## src/logic/fetch_params.svh

```systemverilog
`ifndef FETCH_PARAMS_SVH
`define FETCH_PARAMS_SVH

// ======================================================================
// fetch front end constants
// ======================================================================

// width of byte addresses and of instruction words
`define XLEN 32

// log2 of the instruction memory depth in words (256 words)
`define IMEM_IDX_BITS 8

// cycles from an accepted read request to a valid response, must be >= 1
`define IMEM_LATENCY 3

// first fetch address once reset is released
`define RESET_PC 32'h0000_0000

`endif

```

## src/logic/fetch_pkg.sv

```systemverilog
`default_nettype none

`include "fetch_params.svh"

package fetch_pkg;

        // ==============================================================
        // shared types of the fetch front end
        // ==============================================================

        // byte address, one word wide
        typedef logic [`XLEN-1:0] addr_t;

        // raw instruction word as returned by the memory
        typedef logic [`XLEN-1:0] inst_t;

        // word index into the instruction memory
        typedef logic [`IMEM_IDX_BITS-1:0] imem_idx_t;

        // word index from a byte address
        // byte offset bits are ignored, upper bits wrap around the array
        function automatic imem_idx_t addr_to_idx(input addr_t addr);
                return addr[`IMEM_IDX_BITS+1:2];
        endfunction

endpackage

`default_nettype wire

```

## src/logic/fetch_unit.sv

```systemverilog
`timescale 1ns/1ps
`default_nettype none

`include "fetch_params.svh"

module fetch_unit
        import fetch_pkg::*;
(
        input  logic  clk,
        input  logic  reset,

        // pc replacement from later stages
        input  logic  redirect,
        input  addr_t redirect_pc,

        // request stream to the instruction memory
        output logic  req_val,
        output addr_t req_addr,
        input  logic  req_rdy,

        // filtered response stream
        input  logic  resp_val,
        input  inst_t resp_data,
        output logic  resp_rdy,

        // squash of the response in flight
        output logic  drop,

        // instruction stream to decode
        output logic  inst_val,
        output addr_t inst_pc,
        output inst_t inst_word,
        input  logic  inst_rdy
);

        // fetch is allowed from the second cycle out of reset on
        logic run_q;

        // next address to request
        addr_t pc_q;

        // a request is out whose response is still wanted
        logic  live_q;
        addr_t live_pc_q;

        // output register
        logic  out_val_q;
        addr_t out_pc_q;
        inst_t out_word_q;

        logic req_go;
        logic resp_go;
        logic inst_go;

        // ==============================================================
        // request side
        // ==============================================================

        // one request at a time, and only into an empty output register
        assign req_val  = run_q && !live_q && !out_val_q && !redirect;
        assign req_addr = pc_q;
        assign req_go   = req_val && req_rdy;

        always_ff @(posedge clk) begin
                if (reset) begin
                        run_q <= 1'b0;
                end else begin
                        run_q <= 1'b1;
                end
        end

        always_ff @(posedge clk) begin
                if (reset) begin
                        pc_q <= `RESET_PC;
                end else if (redirect) begin
                        pc_q <= redirect_pc;
                end else if (req_go) begin
                        pc_q <= pc_q + addr_t'(4);
                end
        end

        // ==============================================================
        // live request tracking
        // ==============================================================

        // a redirect with a request out makes its response stale
        assign drop = redirect && live_q;

        always_ff @(posedge clk) begin
                if (reset) begin
                        live_q <= 1'b0;
                end else if (redirect || resp_go) begin
                        live_q <= 1'b0;
                end else if (req_go) begin
                        live_q <= 1'b1;
                end
        end

        // pc tag that goes along with the response
        always_ff @(posedge clk) begin
                if (req_go) begin
                        live_pc_q <= pc_q;
                end
        end

        // ==============================================================
        // response capture and output register
        // ==============================================================

        assign resp_rdy = !out_val_q;
        assign resp_go  = resp_val && resp_rdy;
        assign inst_go  = out_val_q && inst_rdy;

        always_ff @(posedge clk) begin
                if (reset) begin
                        out_val_q <= 1'b0;
                end else if (redirect) begin
                        // anything not taken by now belongs to the old path
                        out_val_q <= 1'b0;
                end else if (resp_go) begin
                        out_val_q <= 1'b1;
                end else if (inst_go) begin
                        out_val_q <= 1'b0;
                end
        end

        always_ff @(posedge clk) begin
                if (resp_go) begin
                        out_pc_q   <= live_pc_q;
                        out_word_q <= resp_data;
                end
        end

        assign inst_val  = out_val_q;
        assign inst_pc   = out_pc_q;
        assign inst_word = out_word_q;

        // whatever gets past the drop unit belongs to the live request
        resp_is_live: assert property (@(posedge clk) disable iff (reset)
                resp_val |-> live_q);

endmodule

`default_nettype wire

```

## config.mk

```make
export PLATFORM = sky130hd
export DESIGN_NAME = fetch_unit
export DESIGN_NICKNAME = d
export VERILOG_FILES = /design/src/logic/fetch_pkg.sv /design/src/logic/fetch_unit.sv
export VERILOG_INCLUDE_DIRS = /design/src /design/src/logic
export SDC_FILE = /design/constraint.sdc
export NUM_CORES = 1
export LEC_CHECK = 0
export BUFFER_PORTS_ARGS = -buffer_cell sky130_fd_sc_hd__buf_2
export CORE_MARGIN = 3
export CORE_UTILIZATION = 40
export CTS_CLUSTER_SIZE = 20
export DETAILED_ROUTE_END_ITERATION = 6
export PLACE_DENSITY = 0.76
export SLEW_MARGIN = 20
export SYNTH_ARGS = -nofsm -noshare
export SYNTH_HDL_FRONTEND = slang
export SYNTH_SLANG_ARGS = --single-unit
```

## constraint.sdc

```tcl
create_clock -name clk -period 4.15 [get_ports clk]
set_input_delay 0.2075 -clock clk [delete_from_list [all_inputs] [get_ports clk]]
set_output_delay 0.2075 -clock clk [all_outputs]
set_load 0.05 [all_outputs]
```

== Word level (Yosys, flattened, before mapping) ==
Cells that the tools add are included.
Storage, ports and cells
  logic and storage cells: 28
  bits in latches: 0
  bits in read-only memories: 0
  register bits: 131
  input port bits: 70
  output and inout port bits: 100
  RAM bits: 0
  memories kept: 0
Operators by class
  add/sub/neg operators: 1
  multiplexer cells: 5
  shift operators: 0
  div/mod/pow operators: 0
  bitwise gates (word level): 0
  $mul: 0
  $lt $le $gt $ge: 0
  reduce and logical (&&, ||, !) cells: 15
  eq/ne operators: 0
Operators by type and width (number)
  $mux 32: 2
  $add 32x3->32 const B: 1
  $logic_and 1x1->1: 7
  $reduce_bool 2->1: 2
  $reduce_or 2->1: 2
  $logic_not 1->1: 3
  $mux 1: 3
  $logic_or 1x1->1: 1

== Depth between registers and ports, before layout ==
Gate-level depths: netlist (run 1).
  word-level depth: 7
  depth in mapped cells: 6
  mapped depth without buffers: 5

== Worst setup path after synthesis (run 1) ==
Ideal clock, no wire load.
  kind: register to register
  from: register out_val_q (netlist: inst_val)
  to: register out_pc_q[0] (netlist: inst_pc[0]) (enable)
  required time: 3656 ps
  buffers on the path: 0
  stages on the path, launching flop included: 2
  setup slack: 206 ps
  library setup time: 494 ps
  period minus slack after synthesis: 3944 ps
  arrival: 3450 ps
  cell sequence: dfxtp_1 -> nor2b_1
On the way
  longest elaborated chain between the ends: 2
Ends and longest elaborated chain
  start, declared: line fetch_unit.sv:47  | logic out_val_q;
  start signal, assigned: line fetch_unit.sv:116  | out_val_q <= 1'b0;
  start signal, assigned: line fetch_unit.sv:119  | out_val_q <= 1'b0;
  start signal, assigned: line fetch_unit.sv:121  | out_val_q <= 1'b1;
  $logic_not 1->1: line fetch_unit.sv:110  | assign resp_rdy = !out_val_q;
  $logic_and 1x1->1: line fetch_unit.sv:111  | assign resp_go = resp_val && resp_rdy;
  net resp_go: line fetch_unit.sv:52  | logic resp_go;
  end signal, assigned: line fetch_unit.sv:129  | out_pc_q <= live_pc_q;
  end, declared: line fetch_unit.sv:48  | addr_t out_pc_q;
The timed path passes the listed nets, and every way through them passes these cells.
A chain may end at the register's enable or synchronous reset.

== Final worst setup path (run 1) ==
  from: register out_val_q (netlist: inst_val)
  to: register pc_q[20] (netlist: req_addr[20])
On the way
  longest elaborated chain between the ends: 5
Ends and longest elaborated chain
  $logic_not 1->1: line fetch_unit.sv:60  | assign req_val = run_q && !live_q && !out_val_q && !redirect;
  $logic_and 1x1->1 (2 in a row): line fetch_unit.sv:60
  $logic_and 1x1->1: line fetch_unit.sv:62  | assign req_go = req_val && req_rdy;
  net req_go: line fetch_unit.sv:51  | logic req_go;
  $reduce_bool 2->1 (no source line)
  end signal, assigned: line fetch_unit.sv:74  | pc_q <= `RESET_PC;
  end signal, assigned: line fetch_unit.sv:76  | pc_q <= redirect_pc;
  end signal, assigned: line fetch_unit.sv:78  | pc_q <= pc_q + addr_t'(4);
  end, declared: line fetch_unit.sv:40  | addr_t pc_q;
The timed path passes the listed nets, and every way through them passes these cells.

==> results_dict.tcl, run 1 <==
set metrics [dict create \
    synth_compound_area_share_pct 8.27 \
    critPathKind "reg -> reg" \
    tightest_slew_ps 949 \
    async_reset_ff_share_pct 0 \
    synth_top_area_share_pct 57.4 \
    routed_wl_um 13100 \
    fillers 975 \
    io_buffer_count 169 \
    hpwl_um 8860 \
    rows 40 \
    synthesis.nets 432 \
    first_pass_iters 5 \
    p_leak_nw 2.67 \
    path_max_fanout 34 \
    setup_viol 0 \
    die_area_mm2 0.0139 \
    clkPwrFrac_pct 41.6 \
    yosysSeqAreaShare_pct 71.4 \
    slew_headroom_pct 36.6 \
    grt_max_degree 43 \
    synthMuxAreaShare_pct 0.399 \
    initial_utilization_pct 41.3 \
    critPathLaunchType "flop" \
    pre_cts_slack_ps 1710 \
    drive_gt1_share_pct 35.1 \
    grt_overflow_total 0 \
    min_path_type "in -> reg" \
    switching_power_mw 0.859 \
    finalHoldViolCount 0 \
    htreeDepth 4 \
    holdPathStages 3 \
    clk_latency_ps 410 \
    p_seq_share_pct 46.2 \
    p_comb_share_pct 12.2 \
    holdPathEnd "req_addr[1]$_SDFFE_PP0P_" \
    end_kind "flop" \
    cts_hold_buf 33 \
    fin_tns_setup_ps 0 \
    cts_setup_buffers 0 \
    yosysWarnings 0 \
    post-route-drc-count 0 \
    yosys.area_share.adder_pct 0.249 \
    antenna_left 0 \
    io_pins 170 \
    syn_inst 361 \
    synthXorXnorAreaFrac_pct 1.92 \
    syn_area_mm2 0.00502 \
    ys_seq_elements 131 \
    dr_total_vias 3928 \
    nets 637 \
    grt_pass1_wl_um 21300 \
    swShare_pct 25.9 \
    clockRootBuffer "clkbuf_16" \
    grt_util_all_layers_pct 19.3 \
    critical_path_arrival_ps 2700 \
    max_freq_mhz 420 \
    globalplace.congestion 0.906 \
    r2r-start "inst_val$_SDFFE_PP0P_" \
    drt-initial-drc-count 436 \
    wl_per_cell_um 17.6 \
    synth_ff_type "edfxtp_1" \
    worstPathRequired_ps 4470 \
    power.density_mw_per_mm2 482 \
    r2r-end "req_addr[20]$_SDFFE_PP0P_" \
    fin_crit_ps 2380 \
    area.growth.synth_to_final_pct 37.3 \
    multi_input_area_mm2 0.00134 \
    clk_transition_reported_paths_ps 60 \
    rsz0062_at_grt "no" \
    die_h_um 118 \
    synth_edf_count 96 \
    cts_buffers 17 \
    antenna_found_initial 1 \
    ir_worst_vdd_uv 262 \
    regToRegSetupSlack_ps 1770 \
    vias_per_cell 5.26 \
    finalClockSkew_ps 8.37 \
    clock_path_buffers 2 \
    syn_area_per_cell_um2 13.9 \
    outcome "finished clean" \
    cap_violations 0 \
    grt_pass1_vias 4134 \
    cts.sinks 131 \
    die_x_um 118 \
    drv_slew 0 \
    reg2reg_depth 5 \
    synth_area_leaders "edfxtp_1, dfxtp_1, nand2_1" \
    cts_tree "done" \
    fin_ws_ps 1770 \
    hp-start "redirect_pc[1]" \
    p_int_mw 2.46 \
    synth.distinct_cells 51 \
    post-route-period-util_pct 57.4 \
    coreArea_mm2 0.0122 \
    yosys.area.top_type "edfxtp_1" \
    cts_resized 0 \
    regArea_mm2 0.00358 \
    synth_simple_gate_area_share_pct 15.7 \
    synth_top_family_by_area "simple AND/OR/NAND/NOR gates" \
]
[per-layer routing]
| metal | GRT usage [%] | vias up | wire [um] |
|---|---|---|---|
| li1 | - | 1845 | - |
| met1 | 23.2 | 1839 | 5310 |
| met2 | 32.0 | 211 | 6410 |
| met3 | 5.57 | 33 | 1090 |
| met4 | 8.79 | 0 | 318 |
| met5 | 0 | - | 0 |
[power groups by stage]
stage                     Clock [mW]  Sequential (mW)  Combinational, mW
after floorplan                    0             1.74             0.0814
after global placement             0             1.56              0.377
after detailed placement           0             1.56              0.383
after CTS                       1.41             1.53              0.408
after global routing            1.46             1.54              0.429
final                           1.38             1.53              0.406
[worst max path at each step]
stage	cells after the start	endpoint	from
2_1_floorplan	1	inst_pc[0]$_DFFE_PP_	inst_val$_SDFFE_PP0P_
3_3_place_gp	6	req_addr[16]$_SDFFE_PP0P_	redirect
3_5_place_dp	6	req_addr[20]$_SDFFE_PP0P_	redirect
4_1_cts	5	req_addr[20]$_SDFFE_PP0P_	inst_val$_SDFFE_PP0P_
5_1_grt	5	req_addr[20]$_SDFFE_PP0P_	inst_val$_SDFFE_PP0P_
6_report	5	req_addr[20]$_SDFFE_PP0P_	inst_val$_SDFFE_PP0P_
[logic make-up after synthesis]
kind of cell	after synthesis
AOI/OAI and AO/OA	54
DFF	131
buffers and inverters	23
adders and majority gates	1
and+or+nand+nor	139
xor gates and xnor gates	11
muxes	2
[Yosys cell counts (3+ instances only)]
library cell,number
edfxtp_1,96
o21ai_0,5
a211oi_1,10
a31oi_1,3
dfxtp_1,35
nor2_1,25
nor3_1,4
nand4_1,15
a21oi_1,4
clkbuf_1,8
or4_1,9
or4b_1,3
o311ai_0,3
a311oi_1,6
nand2_1,25
and3_1,8
xor2_1,6
and4_1,3
nor4_1,8
a2111oi_0,3
nand3_1,17
inv_1,6
buf_2,4
xnor2_1,5
nand2b_1,3
o31ai_1,4
o211ai_1,7
nor2b_1,6
[area by class of cell]
type,count,area share [%]
flip-flops and latches,131,52.0
inverters,6,0.327
clock buffers,20,6.33
clock inverters,11,1.65
multi-input cells,207,19.5
diodes,1,0.0363
well taps,168,3.05
repair buffers,203,17.2
[registers in the layout, summed over array words and instances (netlist names)]
signal     flops
inst_word     32
live_q         1
inst_val       1
live_pc_q     32
inst_pc       32
req_addr      32
run_q          1
[critical path, cell delays in order, from the launching register on]
cell and delay (ps):
dfxtp_1 380, or4b_1 590, inv_1 170, and2_2 750, nand3_1 190, a31oi_1 210
[through the flow]
| stage | hold slack (ps) | power [mW] | utilization, % | instances | area, um^2 |
|---|---|---|---|---|---|
| after floorplan | 306 | 1.82 | - | 361 | 5020 |
| after global placement | 384 | 1.93 | 49.4 | 682 | 6010 |
| after detailed placement | 386 | 1.94 | 49.4 | 682 | 6010 |
| after CTS | 46.6 | 3.35 | 56.7 | 746 | 6890 |
| after global routing | 78.0 | 3.44 | 56.7 | 747 | 6890 |
| final | 52.3 | 3.32 | 56.7 | 747 | 6890 |
[cells in the final DEF, fill, tap and decap left out, types with 4 or more instances in the layout]
master,netlist,routed
o211ai_1,7,7
and3_1,8,8
xnor2_1,5,5
xor2_1,6,6
or4_1,9,9
nor4_1,8,8
a21oi_1,4,4
edfxtp_1,96,96
clkinv_2,0,5
nand2_1,25,25
nor2b_1,6,5
nand3_1,17,17
nand4_1,15,15
dlygate4sd3_1,0,33
inv_1,6,5
nor3_1,4,4
o31ai_1,4,4
buf_2,4,169
clkbuf_16,0,17
nor2_1,25,25
a211oi_1,10,10
dfxtp_1,35,35
o21ai_0,5,5
a311oi_1,6,6
Note: power is estimated with default switching activity, not from simulation.
==> run 2, diff against run 1 <==
--- a/config.mk
+++ b/config.mk
@@ -6,12 +6,13 @@
 export SDC_FILE = /design/constraint.sdc
 export NUM_CORES = 1
 export LEC_CHECK = 0
+export ABC_AREA = 1
 export BUFFER_PORTS_ARGS = -buffer_cell sky130_fd_sc_hd__buf_2
 export CORE_MARGIN = 3
 export CORE_UTILIZATION = 40
 export CTS_CLUSTER_SIZE = 20
 export DETAILED_ROUTE_END_ITERATION = 6
-export PLACE_DENSITY = 0.76
+export PLACE_DENSITY = 0.78
 export SLEW_MARGIN = 20
 export SYNTH_ARGS = -nofsm -noshare
 export SYNTH_HDL_FRONTEND = slang
==> constraint.sdc (replaced) <==
create_clock -name clk -period 2 [get_ports clk]
set_input_delay 0.1 -clock clk [delete_from_list [all_inputs] [get_ports clk]]
set_output_delay 0.1 -clock clk [all_outputs]
set_load 0.05 [all_outputs]
==> run 2 against run 1 <==
Fmax rose by 48%. Count of clock-buffer cells in the layout did not move. Worst hold slack got worse by 26 ps. Critical path type unchanged. Critical endpoint is now req_addr[30]$_SDFFE_PP0P_. Largest cell class unchanged. Largest power group is now the clock network. Highest routed layer is now met5.
==> results_dict.tcl, run 2 <==
set metrics [dict create \
    synth_area_leaders "edfxtp_1, dfxtp_1, nand2_1" \
    syn_area_per_cell_um2 10.7 \
    yosysMostFrequentCell "nand2_1" \
    cts.sinks 131 \
    place_area_mm2 0.00640 \
    end_kind "flop" \
    synth_edf_count 96 \
    wl_per_cell_um 14.3 \
    clock_path_buffers 2 \
    setup_viol 0 \
    critical_path.slowest_cell "dfxtp_4" \
    critPathBufInv 3 \
    die_h_um 121 \
    cts_tree "done" \
    critPathLaunchType "flop" \
    fillers 1093 \
    cts_setup_buffers 0 \
    cap_violations 0 \
    coreArea_mm2 0.0128 \
    ys_seq_elements 131 \
    yosysWarnings 0 \
    netlist_top_cells_count "nand2_1, edfxtp_1, inv_1" \
    fin_crit_ps 1610 \
    cts_hold_buf 42 \
    cts_resized 0 \
    cpPeakStageDelay_ps 360 \
    clk_latency_ps 410 \
    post-route-period-util_pct 80.6 \
    critical_path_arrival_ps 1950 \
    clk_transition_reported_paths_ps 60 \
    placed_cells 831 \
    syn_area_mm2 0.00531 \
    crit_family "buffers and inverters" \
    yosysSeqAreaShare_pct 67.5 \
    async_reset_ff_share_pct 0 \
    die_area_mm2 0.0147 \
    finalHoldViolCount 0 \
    htreeDepth 4 \
    multi_input_area_mm2 0.00142 \
    drive_gt1_share_pct 32.7 \
    hpwl_um 8760 \
    grt_pass1_wl_um 20100 \
    dr_total_vias 4210 \
    synthesis.nets 566 \
    drt-initial-drc-count 322 \
    globalplace.congestion 0.900 \
    power.density_mw_per_mm2 980 \
    grt_pass1_vias 4054 \
    antenna_found_initial 1 \
    layout_common_cells "buf_2, nand2_1, edfxtp_1" \
    grt_max_degree 66 \
    drv_slew 0 \
    syn_inst 495 \
    layout_commonest_cell "buf_2" \
    path_max_fanout 24 \
    synth_top_area_share_pct 54.3 \
    routed_wl_um 12900 \
    area.growth.synth_to_final_pct 40.4 \
    cts_buffers 17 \
    vias_per_cell 4.65 \
    die_x_um 121 \
    rsz0062_at_grt "no" \
    regArea_mm2 0.00359 \
    holdWs_ps 26.2 \
    rows 41 \
    min_path_type "in -> reg" \
    grt_util_all_layers_pct 17.8 \
    post-route-drc-count 0 \
    design_area_mm2 0.00746 \
    slew_headroom_pct 70.5 \
    ir_worst_vdd_uv 511 \
    worstPathCellList "clkinvlp_4 > nand4_4 > nand2_2 > buf_4 > o21ai_0 > inv_1 > a21oi_1" \
    tightest_slew_ps 441 \
    synth.distinct_cells 31 \
    stdcell_count 905 \
    max_freq_mhz 620 \
    nets 791 \
    p_leak_nw 3.09 \
    diodes 0 \
    outcome "finished clean" \
    io_buffer_count 169 \
    initial_utilization_pct 41.4 \
    finalClockSkew_ps 9.19 \
    finish.utilization_pct 58.2 \
    worstPathRequired_ps 2340 \
    antenna_left 0 \
    critPathKind "reg -> reg" \
    io_pins 170 \
    first_pass_iters 5 \
    grt_overflow_total 0 \
    yosys.area.top_type "edfxtp_1" \
    clockRootBuffer "clkbuf_16" \
    synth_ff_type "edfxtp_1" \
]
## run 2: area by class of cell
cell class              count  share of cell area, %
flip-flops and latches    131                   48.1
multi-input cells         288                   19.0
repair buffers            218                   18.2
clock buffers              20                   6.12
inverters                  64                   3.32
well taps                 172                   2.88
clock inverters            12                   2.42
## run 2: kinds of logic (layout without fill, tap and decap cells)
kind of cell / count (synthesis) / in the layout / synth area share, %
AOI/OAI and AO/OA: 67 / 67 / 6.62
xor gates and xnor gates: 4 / 4 / 0.660
adders and majority gates: 1 / 1 / 0.236
buffers and inverters: 76 / 314 / 5.91
DFF: 131 / 131 / 67.5
and+or+nand+nor: 216 / 216 / 19.1
## run 2: worst min-delay path, cell delays in order
cell,delay (ps)
buf_2,80
nand2_1,40
o21ai_0,60
nor2_1,50
nor2_1,70
## run 2: worst paths after layout
check / startpoint / cells past startpoint / slack, ps / endpoint
worst max-delay path: inst_val$_SDFFE_PP0P_ / 7 / 390 / req_addr[30]$_SDFFE_PP0P_
worst min-delay path: redirect_pc[9] / 5 / 30 / req_addr[9]$_SDFFE_PP0P_
worst max register to register: inst_val$_SDFFE_PP0P_ / 7 / 390 / req_addr[30]$_SDFFE_PP0P_
worst min register to register: live_pc_q[27]$_DFFE_PP_ / 0 / 410 / inst_pc[27]$_DFFE_PP_
## run 2: through the flow
stage / setup TNS (ps) / total power [mW] / setup WS, ps
finish: 0 / 7.31 / 388
global route: 0 / 7.57 / 209
CTS: 0 / 7.37 / 364
detailed placement: 0 / 4.03 / 430
global placement: 0 / 4.02 / 480
floorplan: -18230 / 3.77 / -282
## run 2: where the power goes
group          total (mW)  switching, mW  internal, mW
logic               0.884          0.635         0.249
registers            3.15         0.0895          3.06
clock network        3.27           1.12          2.15
## run 2: metal layers
layer	routed length (um)	part of all wire, %	up-vias	track usage (%)
met3	977	7.6	28	5.87
met2	6250	48	173	29.6
li1	-	-	2099	-
met4	306	2.4	2	7.00
met5	13	0.10	-	0
met1	5380	42	1908	21.6
